**config.mk**
```make
export PLATFORM = sky130hd
export DESIGN_NAME = cgra_tile
export DESIGN_NICKNAME = d
export VERILOG_FILES = /design/src/hdl/cgra_pkg.sv /design/src/hdl/context_memory.sv /design/src/hdl/cgra_tile.sv
export SDC_FILE = /design/constraint.sdc
export NUM_CORES = 2
export LEC_CHECK = 0
export ABC_AREA = 1
export BUFFER_PORTS_ARGS = -buffer_cell sky130_fd_sc_hd__buf_2
export CAP_MARGIN = 20
export CORE_ASPECT_RATIO = 1.4
export CORE_MARGIN = 2
export CORE_UTILIZATION = 65
export DETAILED_ROUTE_END_ITERATION = 10
export PLACE_DENSITY = 0.81
export RECOVER_POWER = 50
export SYNTH_ARGS = -nofsm -noshare
export SYNTH_HDL_FRONTEND = slang
export SYNTH_SLANG_ARGS = --single-unit
```
**constraint.sdc**
```tcl
create_clock -name clk -period 5.05 [get_ports clk]
set_input_delay 0 -clock clk [delete_from_list [all_inputs] [get_ports clk]]
set_output_delay 0 -clock clk [all_outputs]
set_load 0.01 [all_outputs]
```
**src/hdl/cgra_pkg.sv**
```systemverilog
package cgra_pkg;

    // ----------------------------------------------------------------------
    // Sizes
    // ----------------------------------------------------------------------
    localparam int CTX_WIDTH      = 64;
    localparam int CTX_DEPTH      = 16;
    localparam int CTX_ROW_BITS   = $clog2(CTX_DEPTH);
    localparam int LANE_BITS      = $clog2(CTX_WIDTH / 16);
    localparam int APB_ADDR_WIDTH = 20;
    localparam int APB_DATA_WIDTH = 32;
    localparam int APB_STRB_WIDTH = APB_DATA_WIDTH / 8;
    localparam int MAX_TILES      = 64;
    localparam int TILE_BITS      = $clog2(MAX_TILES);

    // Address field positions (LSB of each field)
    localparam int REGION_LSB = 18;
    localparam int TILE_LSB   = 7;
    localparam int ROW_LSB    = 3;
    localparam int LANE_LSB   = 1;
    localparam int REG_LSB    = 2;

    // ----------------------------------------------------------------------
    // Encodings
    // ----------------------------------------------------------------------
    typedef enum logic [1:0] {
        region_ctx    = 2'd0,
        region_ctrl   = 2'd1,
        region_status = 2'd2,
        region_bad    = 2'd3
    } region_e;

    typedef enum logic [1:0] {
        reg_run        = 2'd0,
        reg_loop_start = 2'd1,
        reg_loop_end   = 2'd2
    } ctrl_reg_e;

    // Only jump is decoded, all other codes act as nop
    typedef enum logic [4:0] {
        op_nop  = 5'b00000,
        op_jump = 5'b11110
    } ctx_opcode_e;

    typedef struct packed {
        logic [17:0] spare_hi;
        logic [2:0]  jump_target;
        logic [7:0]  spare_mid;
        ctx_opcode_e opcode;
        logic [29:0] spare_lo;
    } ctx_word_t;

    typedef struct packed {
        logic                    write;
        logic [CTX_ROW_BITS-1:0] row;
        logic [LANE_BITS-1:0]    lane;
        logic [15:0]             data;
        logic [1:0]              strb;
    } ctx_access_t;

    typedef struct packed {
        logic [CTX_ROW_BITS-1:0] loop_start;
        logic [CTX_ROW_BITS-1:0] loop_end;
    } loop_cfg_t;

endpackage

```
**src/hdl/context_memory.sv**
```systemverilog
`timescale 1ns/1ps

module context_memory (
    input  logic                              clk,
    input  logic                              reset,
    input  logic                              wr_en,
    input  cgra_pkg::ctx_access_t             access,
    input  logic [cgra_pkg::CTX_ROW_BITS-1:0] pc,
    output cgra_pkg::ctx_word_t               pc_word,
    output cgra_pkg::ctx_word_t               host_word
);

    logic [cgra_pkg::CTX_WIDTH-1:0] mem [cgra_pkg::CTX_DEPTH];
    logic [cgra_pkg::CTX_WIDTH-1:0] bit_mask;
    logic [cgra_pkg::CTX_WIDTH-1:0] wr_data;

    // ----------------------------------------------------------------------
    // Lane and byte strobes to a bit mask
    // ----------------------------------------------------------------------
    always_comb begin
        bit_mask = '0;
        wr_data  = '0;
        bit_mask[{access.lane, 4'b0000} +: 8]      = {8{access.strb[0]}};
        bit_mask[{access.lane, 4'b1000} +: 8]      = {8{access.strb[1]}};
        wr_data[{access.lane, 4'b0000} +: 16]      = access.data;
    end

    // Merge the halfword into the addressed row
    always_ff @(posedge clk) begin
        if (reset) begin
            for (int r = 0; r < cgra_pkg::CTX_DEPTH; r++) begin
                mem[r] <= '0;
            end
        end else if (wr_en) begin
            mem[access.row] <= (mem[access.row] & ~bit_mask) | (wr_data & bit_mask);
        end
    end

    // ----------------------------------------------------------------------
    // Read ports
    // ----------------------------------------------------------------------
    // Sequencer side
    assign pc_word   = cgra_pkg::ctx_word_t'(mem[pc]);

    // Host readback side
    assign host_word = cgra_pkg::ctx_word_t'(mem[access.row]);

endmodule

```
**src/hdl/cgra_tile.sv**
```systemverilog
`timescale 1ns/1ps

module cgra_tile (
    input  logic                              clk,
    input  logic                              reset,
    input  cgra_pkg::ctx_access_t             ctx_access,
    input  logic                              sel,
    input  cgra_pkg::loop_cfg_t               loop_cfg,
    input  logic                              run,
    output cgra_pkg::ctx_word_t               host_word,
    output logic [cgra_pkg::CTX_ROW_BITS-1:0] pc
);

    cgra_pkg::ctx_word_t   pc_word;
    cgra_pkg::ctx_opcode_e prev_op;
    logic                  wr_en;
    logic                  take_jump;
    logic                  out_of_window;

    // ----------------------------------------------------------------------
    // Context store
    // ----------------------------------------------------------------------
    assign wr_en = sel & ctx_access.write;

    context_memory u_ctx_mem (
        .clk       (clk),
        .reset     (reset),
        .wr_en     (wr_en),
        .access    (ctx_access),
        .pc        (pc),
        .pc_word   (pc_word),
        .host_word (host_word)
    );

    // ----------------------------------------------------------------------
    // Loop sequencer
    // ----------------------------------------------------------------------
    // No back-to-back jumps
    assign take_jump = (pc_word.opcode == cgra_pkg::op_jump) &&
                       (prev_op != cgra_pkg::op_jump);

    // End is inclusive, start <= end is up to software
    assign out_of_window = (pc >= loop_cfg.loop_end) || (pc < loop_cfg.loop_start);

    always_ff @(posedge clk) begin
        if (reset) begin
            pc <= '0;
        end else if (run) begin
            if (take_jump) begin
                pc <= cgra_pkg::CTX_ROW_BITS'(pc_word.jump_target);
            end else if (out_of_window) begin
                pc <= loop_cfg.loop_start;
            end else begin
                pc <= pc + 1'b1;
            end
        end
    end

    // Previous opcode starts each run as nop
    always_ff @(posedge clk) begin
        if (reset) begin
            prev_op <= cgra_pkg::op_nop;
        end else if (run) begin
            prev_op <= pc_word.opcode;
        end else begin
            prev_op <= cgra_pkg::op_nop;
        end
    end

endmodule

```
==> results.rst <==
.. list-table::
   :header-rows: 1

   * - Metric
     - Value
   * - Signed area change from the synthesized netlist to the final layout
     - 8.67%
   * - Distinct cells, synth
     - 33
   * - Buffers inserted by post-CTS timing repair
     - 0
   * - Global-route wire length before repair
     - 216000 um
   * - Wire length per cell
     - 27.8 um
   * - Clock share of power
     - 37.6%
   * - Post-detailed-route via-to-cell ratio
     - approximately 6.9
   * - Top cell type by total area after synthesis
     - sky130_fd_sc_hd__edfxtp_1
   * - Required time reported for the critical path endpoint
     - 5400 ps
   * - Number of flops mapped to enable cells by yosys
     - between 1000 and 1500
   * - Flop2flop setup slack
     - around 960 ps
   * - Most common library cell in the layout ignoring fill and taps
     - sky130_fd_sc_hd__nor2_1
   * - Number of antenna violations at the first check in global routing
     - 3
   * - Maximum number of pins on one net before global-route repair
     - 225
   * - Async set-or-reset flop fraction in the synthesized netlist
     - 0%
   * - Net count after synthesis
     - 4445
   * - Fraction of final layout cells with drive strength greater than 1
     - 7.72%
   * - Fin crit share
     - around 94%
   * - Clock insertion delay at the later pin of the skew report
     - between 600 and 700 ps
   * - P_leak
     - 18.1 nW
   * - Die area
     - 73700 um^2
   * - Placed instance count
     - 5127
   * - Number of failing setup endpoints in the final timing report
     - 0
   * - Rel. slew slack
     - -92.6%
   * - Worst Hold Class
     - primary input to register
   * - Status
     - complete, but fails checks
   * - Peak ir drop on the vdd network
     - ~0.00031 V
   * - Leading post-synthesis cells by cell area
     - sky130_fd_sc_hd__edfxtp_1, sky130_fd_sc_hd__nand3_1, sky130_fd_sc_hd__nor2_1
   * - Portion of the post-synthesis area used by sequential elements
     - 66.7%
   * - Hold Path Cell Cnt
     - 5
   * - Clock slew at reported path FFs
     - roughly 70 ps
   * - Data arrival time of the worst path
     - between 5000 and 6000 ps
   * - Count of final max-slew check failures
     - between 700 and 800
   * - RSZ-0062 raised after global routing
     - false
   * - Synth Register Bits
     - 1037
   * - Cts repair resizes
     - 0
   * - Cts-stage hold buffer count
     - 6
   * - Deepest level of the CTS H-tree
     - 3
   * - Fraction of met1 tracks used by global routing
     - approximately 50%
   * - Final HPWL DP
     - 75000 um
   * - Syn. warnings
     - 0
   * - Area used by sequential logic in the layout
     - approximately 31000 um^2
   * - Total global-route track usage
     - between 30% and 40%
   * - Chip Width
     - 230 um
   * - End of the worst hold path
     - u_ctx_mem.mem[8][54]
   * - Final clock skew
     - 23.8 ps
   * - Share of Yosys cell area claimed by the top area cell type
     - about 66%
   * - Synthesized instance count
     - 4393
   * - Number of antenna repair diodes
     - 0
   * - Crit start category
     - primary input
   * - Master cell of the clock root buffer
     - sky130_fd_sc_hd__clkbuf_16
   * - Maximum clock rate
     - ~0.21 GHz
   * - Total core area
     - 71100 um^2
   * - Number of clock buffers inserted by TritonCTS
     - 91
   * - CTS tree
     - yes
   * - Pre-antenna DRT Iters
     - 7
   * - Total negative slack
     - 0 ps
   * - Maxcap violations
     - 17
   * - Internal power contribution
     - between 10 and 15 mW
   * - Violations in the final reports
     - max-capacitance violations, max-slew violations
   * - Via count
     - 36735
   * - Number of port buffers
     - 104
   * - Met3 usage in global routing
     - 7.81%
   * - Num ports
     - roughly 110
   * - Initial standard-cell utilization of the core
     - 65.4%
   * - Number of clock sinks
     - 1037
   * - Number of standard cells in the final layout excluding fillers
     - 5323
   * - Final Hold Viols
     - 0
   * - Worst Setup End Kind
     - register
   * - Worst Path Max Fanout
     - 88
   * - Sequential cell fraction of total power
     - 52.5%
   * - Final antenna-violating net count
     - 0
   * - Std cell rows
     - 116
   * - NumNets Final
     - ~4400
   * - Pwr dens
     - between 300 and 400 nW/um^2
   * - Net Sw Frac
     - around a quarter
   * - Met2 track utilization from global routing
     - a little over three fifths
   * - Top library cells by usage in the layout, fill and taps aside
     - sky130_fd_sc_hd__nor2_1, sky130_fd_sc_hd__edfxtp_1, sky130_fd_sc_hd__nand3_1
   * - Dominant synthesized flop cell
     - sky130_fd_sc_hd__edfxtp_1
   * - Switching component of the power
     - around 4.7 mW
   * - Kind of critical path
     - primary input to register
   * - Residual DRC count
     - 0
   * - Wire length reported by the detailed router
     - 148000 um
   * - CTS Buffer Depth
     - 3
   * - Placer congestion estimate
     - 0.873
   * - 1st-iter DRT viols
     - 6953
   * - Worst Hold Launch
     - ctx_access[8]
   * - GR Overflow Total
     - 0
   * - Cell area after technology mapping
     - around 47000 um^2
   * - Slew of the pin with the lowest slew margin
     - 2880 ps
   * - Via count of the first global-routing pass
     - 35374
   * - # fillers
     - 4899
   * - Busiest metal layer after global routing
     - met2
   * - Combined area of the multi-input logic cells
     - 13400 um^2
   * - Shortest clock period the worst path allows after layout
     - 4730 ps
   * - Mean cell area of the mapped netlist
     - 10.6 um^2
   * - Part of the total power dissipated in combinational logic
     - 9.9%
   * - Die Ht
     - ~320 um
   * - Count of cells along the worst register-to-register path
     - 12
==> worst max path at each step <==
stage               slack (ps)            from  cells past startpoint               endpoint
finish                     320  ctx_access[20]                      8   u_ctx_mem.mem[10][6]
detailed placement        1140  ctx_access[20]                     10   u_ctx_mem.mem[12][5]
CTS                       1150        register                     12               register
floorplan                 1830  ctx_access[20]                     11    u_ctx_mem.mem[9][0]
global route               450  ctx_access[20]                      8  u_ctx_mem.mem[10][33]
global placement          1110  ctx_access[20]                     10   u_ctx_mem.mem[13][4]
==> metrics by stage <==
step                      worst slack, ps  total power, mW  hold WS (ps)  instance area [um^2]  util (%)
final                                 322             18.8          18.7                 50500      71.1
after global routing                  447             19.2          10.5                 50500      71.1
after CTS                            1150             18.7          8.24                 50700      71.3
after detailed placement             1140             11.8           260                 47700      67.0
after global placement               1110             11.8           259                 47700      67.0
after floorplan                      1830             11.2          78.0                 46500         -
==> flip-flops by register name, indices dropped and copies added (netlist names), named ones only <==
name,cells
pc,4
prev_op,5
u_ctx_mem.mem,1024
==> power groups by stage <==
stage	registers [mW]	logic, mW	clock network [mW]
floorplan	10.0	1.13	0
global placement	10.0	1.74	0
detailed placement	10.0	1.77	0
CTS	9.85	1.79	7.02
global route	9.89	1.94	7.36
finish	9.87	1.85	7.08
==> cells in the mapped netlist (all sizes together) (13+ instances only) <==
master / instances
clkbuf: 256
o21ai: 95
nand2: 441
buf: 142
nand4: 63
ha: 15
o211ai: 17
a22oi: 254
inv: 141
nor2: 1056
o22ai: 37
edfxtp: 1024
dfxtp: 13
a21oi: 30
nand3: 795
==> final cells by class <==
| type | count | area share (%) |
|---|---|---|
| clock buffer | 116 | 4.80 |
| clock inverter | 51 | 1.03 |
| inverter | 145 | 1.10 |
| multi-input combinational | 2813 | 26.5 |
| sequential | 1037 | 61.4 |
| tap | 944 | 2.34 |
| timing repair buffer | 217 | 2.84 |
==> cell families after synthesis <==
family	Yosys count	share of synthesized area [%]
adder cells (fa/ha/maj)	15	0.404
XOR/XNOR	2	0.0377
AO/OA/AOI/OAI	434	6.47
AND/OR/NAND/NOR	2362	21.7
flip-flops	1037	66.7
buffers and inverters	543	4.75
==> critical path, cell delays in order <==
cell                       delay, ps
sky130_fd_sc_hd__clkbuf_8        560
sky130_fd_sc_hd__inv_8           320
sky130_fd_sc_hd__nand2_1         140
sky130_fd_sc_hd__clkbuf_1        960
sky130_fd_sc_hd__nor2_1          410
sky130_fd_sc_hd__nand2_1        1170
sky130_fd_sc_hd__clkbuf_2       1170
sky130_fd_sc_hd__nor2_1          140
==> routing by layer <==
metal / share of wire (%) / vias up
met5: 0.0088 / -
met4: 8.2 / 2
met3: 15 / 791
met2: 46 / 3530
met1: 31 / 17088
li1: - / 15324
Note: power is estimated with default switching activity, not from simulation.
