==> config.mk <==
export PLATFORM = sky130hd
export DESIGN_NAME = cfg_apb_slave
export DESIGN_NICKNAME = d
export VERILOG_FILES = /design/src/hdl/cgra_pkg.sv /design/src/hdl/cfg_apb_slave.sv
export SDC_FILE = /design/constraint.sdc
export NUM_CORES = 1
export LEC_CHECK = 0
export BUFFER_PORTS_ARGS = -buffer_cell sky130_fd_sc_hd__buf_4
export CAP_MARGIN = 30
export CORE_AREA = 2 2 156 158
export DETAILED_ROUTE_END_ITERATION = 8
export DIE_AREA = 0 0 158 160
export GPL_TIMING_DRIVEN = 0
export PLACE_DENSITY_LB_ADDON = 0.08
export SLEW_MARGIN = 20
export SYNTH_ARGS = -nofsm -noshare
export SYNTH_HDL_FRONTEND = slang
export SYNTH_SLANG_ARGS = --single-unit
export TNS_END_PERCENT = 20
==> constraint.sdc <==
create_clock -name clk -period 2.5 [get_ports clk]
set_input_delay 0.5 -clock clk [delete_from_list [all_inputs] [get_ports clk]]
set_output_delay 0.5 -clock clk [all_outputs]
set_load 0.01 [all_outputs]
==> src/hdl/cgra_pkg.sv <==
package cgra_pkg;

    // ----------------------------------------------------------------------
    // Sizes
    // ----------------------------------------------------------------------
    localparam int CTX_WIDTH      = 64;
    localparam int CTX_DEPTH      = 16;
    localparam int CTX_ROW_BITS   = $clog2(CTX_DEPTH);
    localparam int LANE_BITS      = $clog2(CTX_WIDTH / 16);
    localparam int APB_ADDR_WIDTH = 20;
    localparam int APB_DATA_WIDTH = 32;
    localparam int APB_STRB_WIDTH = APB_DATA_WIDTH / 8;
    localparam int MAX_TILES      = 64;
    localparam int TILE_BITS      = $clog2(MAX_TILES);

    // Address field positions (LSB of each field)
    localparam int REGION_LSB = 18;
    localparam int TILE_LSB   = 7;
    localparam int ROW_LSB    = 3;
    localparam int LANE_LSB   = 1;
    localparam int REG_LSB    = 2;

    // ----------------------------------------------------------------------
    // Encodings
    // ----------------------------------------------------------------------
    typedef enum logic [1:0] {
        region_ctx    = 2'd0,
        region_ctrl   = 2'd1,
        region_status = 2'd2,
        region_bad    = 2'd3
    } region_e;

    typedef enum logic [1:0] {
        reg_run        = 2'd0,
        reg_loop_start = 2'd1,
        reg_loop_end   = 2'd2
    } ctrl_reg_e;

    // Only jump is decoded, all other codes act as nop
    typedef enum logic [4:0] {
        op_nop  = 5'b00000,
        op_jump = 5'b11110
    } ctx_opcode_e;

    typedef struct packed {
        logic [17:0] spare_hi;
        logic [2:0]  jump_target;
        logic [7:0]  spare_mid;
        ctx_opcode_e opcode;
        logic [29:0] spare_lo;
    } ctx_word_t;

    typedef struct packed {
        logic                    write;
        logic [CTX_ROW_BITS-1:0] row;
        logic [LANE_BITS-1:0]    lane;
        logic [15:0]             data;
        logic [1:0]              strb;
    } ctx_access_t;

    typedef struct packed {
        logic [CTX_ROW_BITS-1:0] loop_start;
        logic [CTX_ROW_BITS-1:0] loop_end;
    } loop_cfg_t;

endpackage

==> src/hdl/cfg_apb_slave.sv <==
`timescale 1ns/1ps

module cfg_apb_slave #(
    parameter int NUM_TILES = 4
) (
    input  logic                                clk,
    input  logic                                reset,
    input  logic                                psel,
    input  logic                                penable,
    input  logic                                pwrite,
    input  logic [cgra_pkg::APB_ADDR_WIDTH-1:0] paddr,
    input  logic [cgra_pkg::APB_DATA_WIDTH-1:0] pwdata,
    input  logic [cgra_pkg::APB_STRB_WIDTH-1:0] pstrb,
    input  cgra_pkg::ctx_word_t                 tile_word [NUM_TILES],
    input  logic [cgra_pkg::CTX_ROW_BITS-1:0]   tile_pc [NUM_TILES],
    output logic [cgra_pkg::APB_DATA_WIDTH-1:0] prdata,
    output logic                                pready,
    output logic                                pslverr,
    output cgra_pkg::ctx_access_t               ctx_access,
    output logic [NUM_TILES-1:0]                tile_sel,
    output cgra_pkg::loop_cfg_t                 loop_cfg,
    output logic                                run
);

    cgra_pkg::region_e                 region;
    cgra_pkg::ctrl_reg_e               reg_sel;
    logic [cgra_pkg::TILE_BITS-1:0]    tile_idx;
    logic                              access;
    logic                              tile_valid;
    logic                              err;
    logic                              ctrl_wr;
    cgra_pkg::ctx_word_t               sel_word;
    logic [cgra_pkg::CTX_ROW_BITS-1:0] sel_pc;
    logic [15:0]                       sel_half;

    // ----------------------------------------------------------------------
    // Address decode
    // ----------------------------------------------------------------------
    assign region     = cgra_pkg::region_e'(paddr[cgra_pkg::REGION_LSB +: 2]);
    assign reg_sel    = cgra_pkg::ctrl_reg_e'(paddr[cgra_pkg::REG_LSB +: 2]);
    assign tile_idx   = paddr[cgra_pkg::TILE_LSB +: cgra_pkg::TILE_BITS];
    assign access     = psel & penable;
    assign tile_valid = (tile_idx < NUM_TILES);

    // One-hot select plus the returned word and pc of the addressed tile
    always_comb begin
        tile_sel = '0;
        sel_word = '0;
        sel_pc   = '0;
        for (int t = 0; t < NUM_TILES; t++) begin
            if (tile_idx == t) begin
                tile_sel[t] = (region == cgra_pkg::region_ctx);
                sel_word    = tile_word[t];
                sel_pc      = tile_pc[t];
            end
        end
    end

    always_comb begin
        case (region)
            cgra_pkg::region_ctx:    err = !tile_valid || run;
            cgra_pkg::region_status: err = !tile_valid;
            cgra_pkg::region_bad:    err = 1'b1;
            default:                 err = 1'b0;
        endcase
    end

    assign pslverr = access & err;
    assign pready  = 1'b1;

    // ----------------------------------------------------------------------
    // Context access to the tiles
    // ----------------------------------------------------------------------
    assign ctx_access.write = access & pwrite & ~err & (region == cgra_pkg::region_ctx);
    assign ctx_access.row   = paddr[cgra_pkg::ROW_LSB +: cgra_pkg::CTX_ROW_BITS];
    assign ctx_access.lane  = paddr[cgra_pkg::LANE_LSB +: cgra_pkg::LANE_BITS];
    assign ctx_access.data  = pwdata[15:0];
    assign ctx_access.strb  = pstrb[1:0];

    // ----------------------------------------------------------------------
    // Control registers
    // ----------------------------------------------------------------------
    assign ctrl_wr = access & pwrite & pstrb[0] & (region == cgra_pkg::region_ctrl);

    always_ff @(posedge clk) begin
        if (reset) begin
            run      <= 1'b0;
            loop_cfg <= '0;
        end else if (ctrl_wr) begin
            case (reg_sel)
                cgra_pkg::reg_run: begin
                    run <= pwdata[0];
                end
                cgra_pkg::reg_loop_start: begin
                    loop_cfg.loop_start <= pwdata[cgra_pkg::CTX_ROW_BITS-1:0];
                end
                cgra_pkg::reg_loop_end: begin
                    loop_cfg.loop_end <= pwdata[cgra_pkg::CTX_ROW_BITS-1:0];
                end
                default: begin
                end
            endcase
        end
    end

    // ----------------------------------------------------------------------
    // Readback
    // ----------------------------------------------------------------------
    assign sel_half = sel_word[{ctx_access.lane, 4'b0000} +: 16];

    always_comb begin
        prdata = '0;
        if (access && !pwrite && !err) begin
            case (region)
                cgra_pkg::region_ctx: begin
                    prdata[15:0] = sel_half;
                end
                cgra_pkg::region_ctrl: begin
                    case (reg_sel)
                        cgra_pkg::reg_run:
                            prdata[0] = run;
                        cgra_pkg::reg_loop_start:
                            prdata[cgra_pkg::CTX_ROW_BITS-1:0] = loop_cfg.loop_start;
                        cgra_pkg::reg_loop_end:
                            prdata[cgra_pkg::CTX_ROW_BITS-1:0] = loop_cfg.loop_end;
                        default:
                            prdata = '0;
                    endcase
                end
                cgra_pkg::region_status: begin
                    prdata[cgra_pkg::CTX_ROW_BITS-1:0] = sel_pc;
                end
                default: begin
                    prdata = '0;
                end
            endcase
        end
    end

endmodule

==> metrics, run 1 <==
status=complete, but fails checks; failing checks=negative setup slack; vias per inst=4.29; Placed Instance Area=between 6000 and 7000 um^2; Placer Congestion=0.812; Synth Warn #=0; Worst setup EP type=output port; Hold Path Origin=loop_cfg[3]; DRC=0; First-pass DRT Iterations=4; CP Max Fanout=7; post-route design area=6830 um^2; WL final=~21000 um; initial antenna violation count=0; vias in the first global route=4969; final core occ=0.287; most frequent cells in the layout=buf_4, mux4_2, nand2_1; Required @ worst endpoint=2.00 ns; Tcrit/Tclk final=1.14; # rows=57; Critical Path AT=between 2 and 2.5 ns; cell area after synthesis=3250 um^2; Post-Synth Adder-Cell Area=0.0154; ANT nets after route=0; crit path time final=2.85 ns; Seq cells post-synth=9; Simple-Gate Fraction of Synth Area=0.173; Tot Pwr=1.36 mW; Clock Tree Buf Depth=2; Root Driver=clkbuf_16; GRT Util Overall=0.157; # clock sinks=9; WS Path Type=primary input to output port; largest net degree at the start of global routing=12; insertion delay to the later sink of the worst-skew pair=0.23 ns; worst r2r dst=run; Synth cell types=41; Final setup viols=16; Hold Slack=0.480 ns; internal reg-to-reg setup slack=about 1.8 ns; global-route wire length before repair=29600 um; Max Slew Vio Count=0; Final Instance Count excl. Fillers=1056; CTS H-tree depth=1; post-DP HPWL=18500 um; nets=1070; R2R cell count=2; routed metal-1 wirelength=7900 um; CTS Buf Count=3; Hold Path Sink=loop_cfg[3]; GRT overflow=0; post-synthesis mux area share=0.423; Critical Path Source Type=primary input; die width=158 um; fmax=0.351 GHz; Area Overhead vs Synth=110%; worst hold-check path type=flip-flop to flip-flop; First DRT Iteration DRCs=189; DR top layer=met4; Synth Area in Compound Gates=0.179; drt wl/cell=20.1 um; final setup margin=-0.351 ns; Peak VDD IR=194 uV; Initial Utilization=0.136; io pins=405; share of layout cells above drive strength 1=0.724; ANT cells=0; Core Region=23800 um^2; vias=about 4500; Clk pin slew, worst setup/hold paths=around 0.04 ns; DR WL met3=1550 um; syn_area_per_cell=9.00 um^2; leak pwr=3.10 nW; met2 WL=roughly 12000 um; # fillers=around 2600; main combinational cell family by area after synthesis=multiplexers; Post-Synthesis Cells=about 360; DP Cell Count=1044; post-synthesis sequential area ratio=0.0554; die span in y=roughly 160 um; hold path cells=2; final hold vios=0; commonest non-fill, non-tap cell in the layout=buf_4; R2R Path Start=run; RSZ-0062 raised after global routing=true; PwrDens=199 nW/um^2; Port-buffer cells=between 300 and 400; CTS tree=done; worst clock skew=0 ns; Max Cap Violations=0; Post-Synth XOR/XNOR Area=0; DIE AREA=25300 um^2
power by group:
group	switching, mW	total [mW]	internal (mW)	leakage, nW
Clock	0.0698	0.280	0.211	0.0409
Sequential	0.000306	0.145	0.145	0.0725
Combinational	0.358	0.934	0.576	2.99
metal layers:
layer | global-route usage | up-vias
met1 | 0.178 | 2154
met3 | 0.0239 | 12
met2 | 0.310 | 246
met5 | 0 | -
li1 | - | 2118
met4 | 0.0217 | 0
cell families (layout without fill, tap and decap cells):
group           Yosys count  after routing
mux                      78             78
other cells               2             17
buf+inv                  81            437
compound gates           89             89
simple gates             98             98
flops                     9              9
fa+ha+maj                 4              4
cell type report:
type | instances | area [um^2] | share of cell area
multi-input cells | 286 | 2860 | 0.419
repair buffers | 353 | 2690 | 0.393
plain buffers | 74 | 591 | 0.0865
well taps | 324 | 405 | 0.0594
flip-flops and latches | 9 | 180 | 0.0264
clock buffers | 3 | 75.1 | 0.0110
inverters | 6 | 26.3 | 0.00385
clock inverters | 1 | 5.00 | 0.000733
synth_stat cells:
cell type / instances / area [um^2]
a211oi_1: 2 / 15.0
a2111o_1: 1 / 11.3
or4b_2: 1 / 10.0
a41oi_1: 1 / 8.76
buf_6: 1 / 11.3
a221oi_1: 18 / 158
nor3_1: 9 / 45.0
nand2_1: 36 / 135
buf_1: 3 / 11.3
nor3_2: 1 / 10.0
a222oi_1: 1 / 10.0
or3_4: 1 / 11.3
or3_1: 3 / 18.8
or4_4: 1 / 11.3
a21boi_1: 1 / 7.51
nor3b_1: 1 / 7.51
nand3b_1: 3 / 22.5
mux2i_1: 17 / 170
nand2b_1: 2 / 12.5
a2111oi_0: 3 / 26.3
dfxtp_1: 9 / 180
nor4_1: 2 / 12.5
a22oi_1: 9 / 67.6
a311oi_1: 3 / 26.3
conb_1: 2 / 7.51
inv_1: 6 / 22.5
buf_4: 44 / 330
nand3_1: 10 / 50.1
nor4_2: 10 / 125
clkbuf_1: 13 / 48.8
nor2b_1: 1 / 6.26
nand4_1: 1 / 6.26
mux4_2: 46 / 1040
and3_1: 1 / 6.26
mux2_2: 15 / 169
ha_1: 4 / 50.1
nor2_1: 14 / 52.6
o21ai_0: 22 / 110
nand3b_4: 1 / 20.0
a21oi_1: 28 / 140
buf_2: 14 / 70.1
what timing repair did:
action | 4_1_cts | 5_1_grt
endpoints found under the setup margin | 20 | 21
hold buffers | 0 | 0
resized for setup | 52 | 34
buffers inserted | 4 | 4
gates cloned | 1 | 0
pin swaps | 3 | 4
stage by stage:
step / setup slack, ns / TNS [ns]
final: -0.351 / -4.63
after detailed placement: -1.15 / -17.37
after global routing: -0.432 / -5.72
after floorplan: -0.0734 / -0.0964
after CTS: -0.410 / -5.67
after global placement: -1.17 / -17.36
worst max-delay path by stage:
stage                   start    endpoint  slack, ns
CTS                 paddr[12]   prdata[8]      -0.41
global route        paddr[12]   prdata[8]      -0.43
detailed placement  paddr[12]  prdata[12]      -1.15
finish              paddr[12]   prdata[8]      -0.35
floorplan           paddr[12]   prdata[4]      -0.07
global placement    paddr[12]  prdata[12]      -1.17
registers in the layout, summed over array words and instances (netlist names):
name / count
loop_cfg: 8
run: 1
critical path, cell delays in order:
cell and delay (ns):
buf_8 0.10, or4_4 0.53, or3_4 0.35, nand3b_4 0.28, buf_16 0.22, nor4_4 0.20
buf_4 0.17
No activity file was read; power rests on OpenSTA's default activity.
==> run 2: changes to the inputs <==
Clock period 2.5 ns to 3.45 ns, I/O delays scaled along.
==> metrics, run 2 (synthesis results as in run 1) <==
status=finished clean; # fillers=2698 (+2.4%); Sequential cell area=180 um^2 (unchanged); die span in y=160 um (unchanged); commonest non-fill, non-tap cell in the layout=buf_4; Crit path buffers/inverters=3 (unchanged); Clock Tree Buf Depth=2 (unchanged); DRC=0 (unchanged); First DRT Iteration DRCs=96 (-49%); CP Max Fanout=10 (+3); crit path time final=between 3 and 4 ns; post-DP HPWL=19300 um (+4.4%); global-route wire length before repair=30900 um (+4.5%); Core Region=23800 um^2 (unchanged); CP max stage delay=0.59 ns (+0.06 ns); worst clock skew=0 ns (unchanged); CTS Buf Count=3 (unchanged); Slowest cell on crit path=or4_4; Slew Limit Headroom=0.592; Hold Slack=0.484 ns (+0.00329 ns); GRT overflow=0 (unchanged); io pins=405 (unchanged); Critical Path AT=2.72 ns (+0.37 ns); Max Slew Vio Count=0 (unchanged); Peak VDD IR=157 uV (-19%); drt wl/cell=21.0 um (+4.2%); Critical Path Source Type=primary input; Final setup viols=0 (-16); Placer Congestion=0.746 (-8.2%); CP cell instances=buf_4 -> or4_4 -> or3_4 -> nand3b_4 -> buf_12 -> nor4_2 -> buf_4; CTS H-tree depth=1 (unchanged); DIE AREA=25300 um^2 (unchanged); ANT nets after route=0 (unchanged); die width=158 um (unchanged); WS Path Type=primary input to output port; number of flip-flops in the largest register=8 (unchanged); WL final=22100 um (+3.9%); largest net degree at the start of global routing=12 (unchanged); Initial Utilization=0.136 (unchanged); initial antenna violation count=1 (+1); Largest regs=loop_cfg x8, run x1; Port-buffer cells=344 (unchanged); post-route design area=6520 um^2 (-4.4%); Max Cap Violations=0 (unchanged); Area Overhead vs Synth=101%; worst hold-check path type=flip-flop to flip-flop; Worst path top cell family by delay=simple AND/OR/NAND/NOR gates; final core occ=0.274 (-0.0127); largest reg by FF count=loop_cfg; PwrDens=147 nW/um^2 (-26%); Tcrit/Tclk final=0.988; vias per inst=4.30 (+0.20%); crit-path most repeated cell=buf_4; pre-CTS setup slack=-0.475 ns (+0.679 ns); fmax=around 0.29 GHz; Required @ worst endpoint=2.76 ns (+0.76 ns); RSZ-0062 raised after global routing=true; vias=4526 (-0.088%); Clk pin slew, worst setup/hold paths=0.04 ns (about the same); Tightest Pin Transition=0.612 ns; area of the multi-input gates=2700 um^2 (-5.5%); Root Driver=clkbuf_16; First-pass DRT Iterations=4 (unchanged); final hold vios=0 (unchanged); # rows=57 (unchanged); CTS tree=done; # clock sinks=9 (unchanged); insertion delay to the later sink of the worst-skew pair=0.23 ns (about the same); GRT Util Overall=0.165 (+0.00801); final setup margin=0.0399 ns (+0.391 ns); CTS Hold Bufs=0 (unchanged); Worst setup EP type=output port; share of layout cells above drive strength 1=0.691 (-0.0331); nets=1066 (-0.37%); most frequent cells in the layout=buf_4, mux4_2, nand2_1; vias in the first global route=5106 (+2.8%); Placed Instance Area=6300 um^2 (-1.4%); leak pwr=3.01 nW (-3.0%)
-- run 2: metrics by stage --
step           setup TNS [ns]  cells  power (mW)
3_5_place_dp            -5.27   1044       0.758
5_1_grt                -0.250   1053        1.03
6_report                    0   1053       0.959
4_1_cts               -0.0609   1051       0.970
2_1_floorplan               0    376       0.383
3_3_place_gp           -10.40   1044       0.751
-- run 2: final cells by class --
class / instances / area share
multi-input combinational: 286 / 0.414
clock buffer: 4 / 0.0121
sequential: 9 / 0.0276
antenna: 1 / 0.000384
timing repair buffer: 349 / 0.402
inverter: 6 / 0.00403
tap: 324 / 0.0622
buffer: 74 / 0.0779
-- run 2: report_power, final --
| group | total (mW) | leakage [nW] | internal [mW] | switching (mW) |
|---|---|---|---|---|
| clock | 0.202 | 0.0382 | 0.154 | 0.0479 |
| sequential | 0.105 | 0.0725 | 0.105 | 0.000235 |
| combinational | 0.652 | 2.90 | 0.404 | 0.247 |
-- run 2: worst register-to-register path, cell delays in order, from the launching register on --
cell	delay, ns
dfxtp_1	0.36
mux2i_1	0.16
nor2_1	0.05
-- run 2: repair_timing --
| item | CTS | global route |
|---|---|---|
| endpoints found under the setup margin | 17 | 15 |
| pin swaps | 1 | 0 |
| gates resized for setup | 16 | 21 |
| endpoints found under the hold margin | 0 | 0 |
| buffers inserted | 3 | 2 |
-- run 2: metal layers --
layer	wire (um)	vias to the layer above	part of all wire	track usage
li1	-	2116	-	-
met3	1800	8	0.082	0.0369
met4	156	0	0.0071	0.0192
met2	12100	246	0.55	0.326
met5	0	-	0	0
met1	8040	2156	0.36	0.182
-- run 2: worst paths after layout --
kind / cells past startpoint / from / slack (ns) / endpoint
max: 7 / paddr[12] / 0.04 / prdata[8]
max reg2reg: 2 / run / 2.76 / run
min: 2 / loop_cfg[2] / 0.48 / loop_cfg[2]
min reg2reg: 2 / loop_cfg[2] / 0.48 / loop_cfg[2]
==> run 3: changes to the inputs <==
Settings changed: REMOVE_ABC_BUFFERS set to 1, SETUP_SLACK_MARGIN set to 0.15.
==> metrics, run 3 (synthesis results as in run 1) <==
status=finished clean; CTS tree=done; CTS H-tree depth=1 (unchanged); Port-buffer cells=331 (-3.8%); WL final=19600 um (-11%); Placed Instance Area=5810 um^2 (-7.8%); # clock sinks=9 (unchanged); Clock Tree Buf Depth=2 (unchanged); CTS Buf Count=3 (unchanged); worst r2r dst=run; commonest non-fill, non-tap cell in the layout=buf_4; # rows=57 (unchanged); Slew Limit Headroom=0.562 (-0.0298); RSZ-0062 raised after global routing=true; Root Driver=clkbuf_16; R2R cell count=2 (unchanged); Tightest Pin Transition=0.652 ns (+0.0397 ns); PwrDens=145 nW/um^2 (-1.4%); worst hold-check path type=flip-flop to flip-flop; Final Instance Count excl. Fillers=976 (-7.3%); largest net degree at the start of global routing=69 (+57); CP Max Fanout=10 (unchanged); Required @ worst endpoint=2.76 ns (about the same); Slowest cell on crit path=or4_4; R2R Path Start=run; worst clock skew=0 ns (unchanged); WS Path Type=primary input to output port; Initial Utilization=0.136 (unchanged); Worst Setup SP=paddr[12]; Area Overhead vs Synth=88.0%; GRT Util Overall=0.146 (-0.0189); Final setup viols=0 (unchanged); Max Cap Violations=0 (unchanged); most frequent cells in the layout=buf_4, mux4_2, nand2_1; DIE AREA=25300 um^2 (unchanged); drt wl/cell=20.0 um (-4.3%); Peak VDD IR=118 uV (-24%); crit path time final=3.33 ns (-0.0790 ns); largest reg by FF count=loop_cfg; vias=4270 (-5.7%); number of flip-flops in the largest register=8 (unchanged); Placer Congestion=0.758 (+1.6%); DP Cell Count=962 (-7.9%); vias in the first global route=4764 (-6.7%); io pins=405 (unchanged); # fillers=2658 (-1.5%); Clk pin slew, worst setup/hold paths=0.04 ns (about the same); post-route design area=6110 um^2 (-6.3%); GRT overflow=0 (unchanged); Worst setup EP type=output port; global-route wire length before repair=27900 um (-9.9%); CP max stage delay=0.59 ns (about the same); insertion delay to the later sink of the worst-skew pair=0.23 ns (about the same); CP cell instances=buf_4 -> or4_4 -> or3_4 -> nand3b_4 -> buf_12 -> a311oi_1 -> or3_1 -> buf_4; post-DP HPWL=16200 um (-16%); final hold vios=0 (unchanged); initial antenna violation count=0 (-1); First-pass DRT Iterations=4 (unchanged); Tcrit/Tclk final=0.966 (-0.0229); leak pwr=2.69 nW (-10%); DRC=0 (unchanged); die width=158 um (unchanged); ANT nets after route=0 (unchanged); Max Slew Vio Count=0 (unchanged); Critical Path AT=2.64 ns (-0.08 ns); Critical Path Source Type=primary input; nets=990 (-7.1%); die span in y=160 um (unchanged); Largest regs=loop_cfg x8, run x1; First DRT Iteration DRCs=144 (+50%); CTS Hold Bufs=0 (unchanged); internal reg-to-reg setup slack=2.80 ns (+0.04 ns); CP endpoint=prdata[3]; crit-path most repeated cell=buf_4; fmax=0.300 GHz (+2.4%); share of layout cells above drive strength 1=0.664 (-0.0268); ANT cells=0 (-1); Core Region=23800 um^2 (unchanged); vias per inst=4.38 (+1.8%)
-- run 3: cell count changes in the layout (fill, tap and decap cells not counted), moves of 3 or more --
| cell | previous run | this run |
|---|---|---|
| clkbuf_1 | 5 | 0 |
| a221oi_1 | 14 | 18 |
| buf_2 | 11 | 1 |
| buf_4 | 396 | 335 |
| a221oi_2 | 4 | 0 |
| buf_12 | 1 | 4 |
| clkbuf_2 | 7 | 0 |
-- run 3: per-stage QoR --
stage / setup slack [ns] / TNS [ns] / hold slack [ns] / utilization / power [mW]
after floorplan: -1.08 / -16.31 / 0.486 / - / 0.301
after CTS: 0.105 / 0 / 0.476 / 0.256 / 0.903
after detailed placement: -0.642 / -6.43 / 0.473 / 0.244 / 0.676
after global routing: 0.0624 / 0 / 0.518 / 0.257 / 0.946
final: 0.119 / 0 / 0.477 / 0.257 / 0.886
after global placement: -3.28 / -56.32 / 0.472 / 0.240 / 0.660
-- run 3: final cells by class --
type	count	area, um^2	area share
clock inverter	1	5.00	0.000819
inverter	6	26.3	0.00430
multi-input combinational	286	2700	0.441
clock buffer	3	75.1	0.0123
sequential	9	180	0.0295
tap	324	405	0.0663
timing repair buffer	347	2720	0.446
-- run 3: worst min-delay path by stage --
stage | startpoint | endpoint | slack, ns | depth (start not counted)
after floorplan | loop_cfg[0] | loop_cfg[0] | 0.49 | 2
after global routing | loop_cfg[2] | loop_cfg[2] | 0.52 | 2
after CTS | loop_cfg[0] | loop_cfg[0] | 0.48 | 2
final | loop_cfg[6] | loop_cfg[6] | 0.48 | 2
after global placement | loop_cfg[1] | loop_cfg[1] | 0.47 | 2
after detailed placement | loop_cfg[0] | loop_cfg[0] | 0.47 | 2
-- run 3: critical path: cells and delay by family --
kind / cells / cell delay [ns]
AND/OR/NAND/NOR: 4 / 1.27
buffers and inverters: 3 / 0.40
AO/OA/AOI/OAI: 1 / 0.26
-- run 3: repair_timing --
item,4_1_cts,5_1_grt
gates cloned,1,0
pin swaps,0,1
hold endpoints to repair,0,0
gates resized for setup,14,2
setup endpoints to repair,17,12
setup buffers,8,1
-- run 3: power breakdown --
part           leakage [nW]  total (mW)  internal [mW]  switching, mW
clock network        0.0409       0.207          0.153         0.0537
registers            0.0725       0.105          0.105       0.000209
logic                  2.58       0.574          0.366          0.208
-- run 3: routing by layer --
metal	global-route usage	routed length, um	vias to the layer above
li1	-	-	1962
met1	0.160	7130	2022
met2	0.269	9810	270
met3	0.0548	2290	14
met4	0.0197	227	2
met5	0.0337	116	-
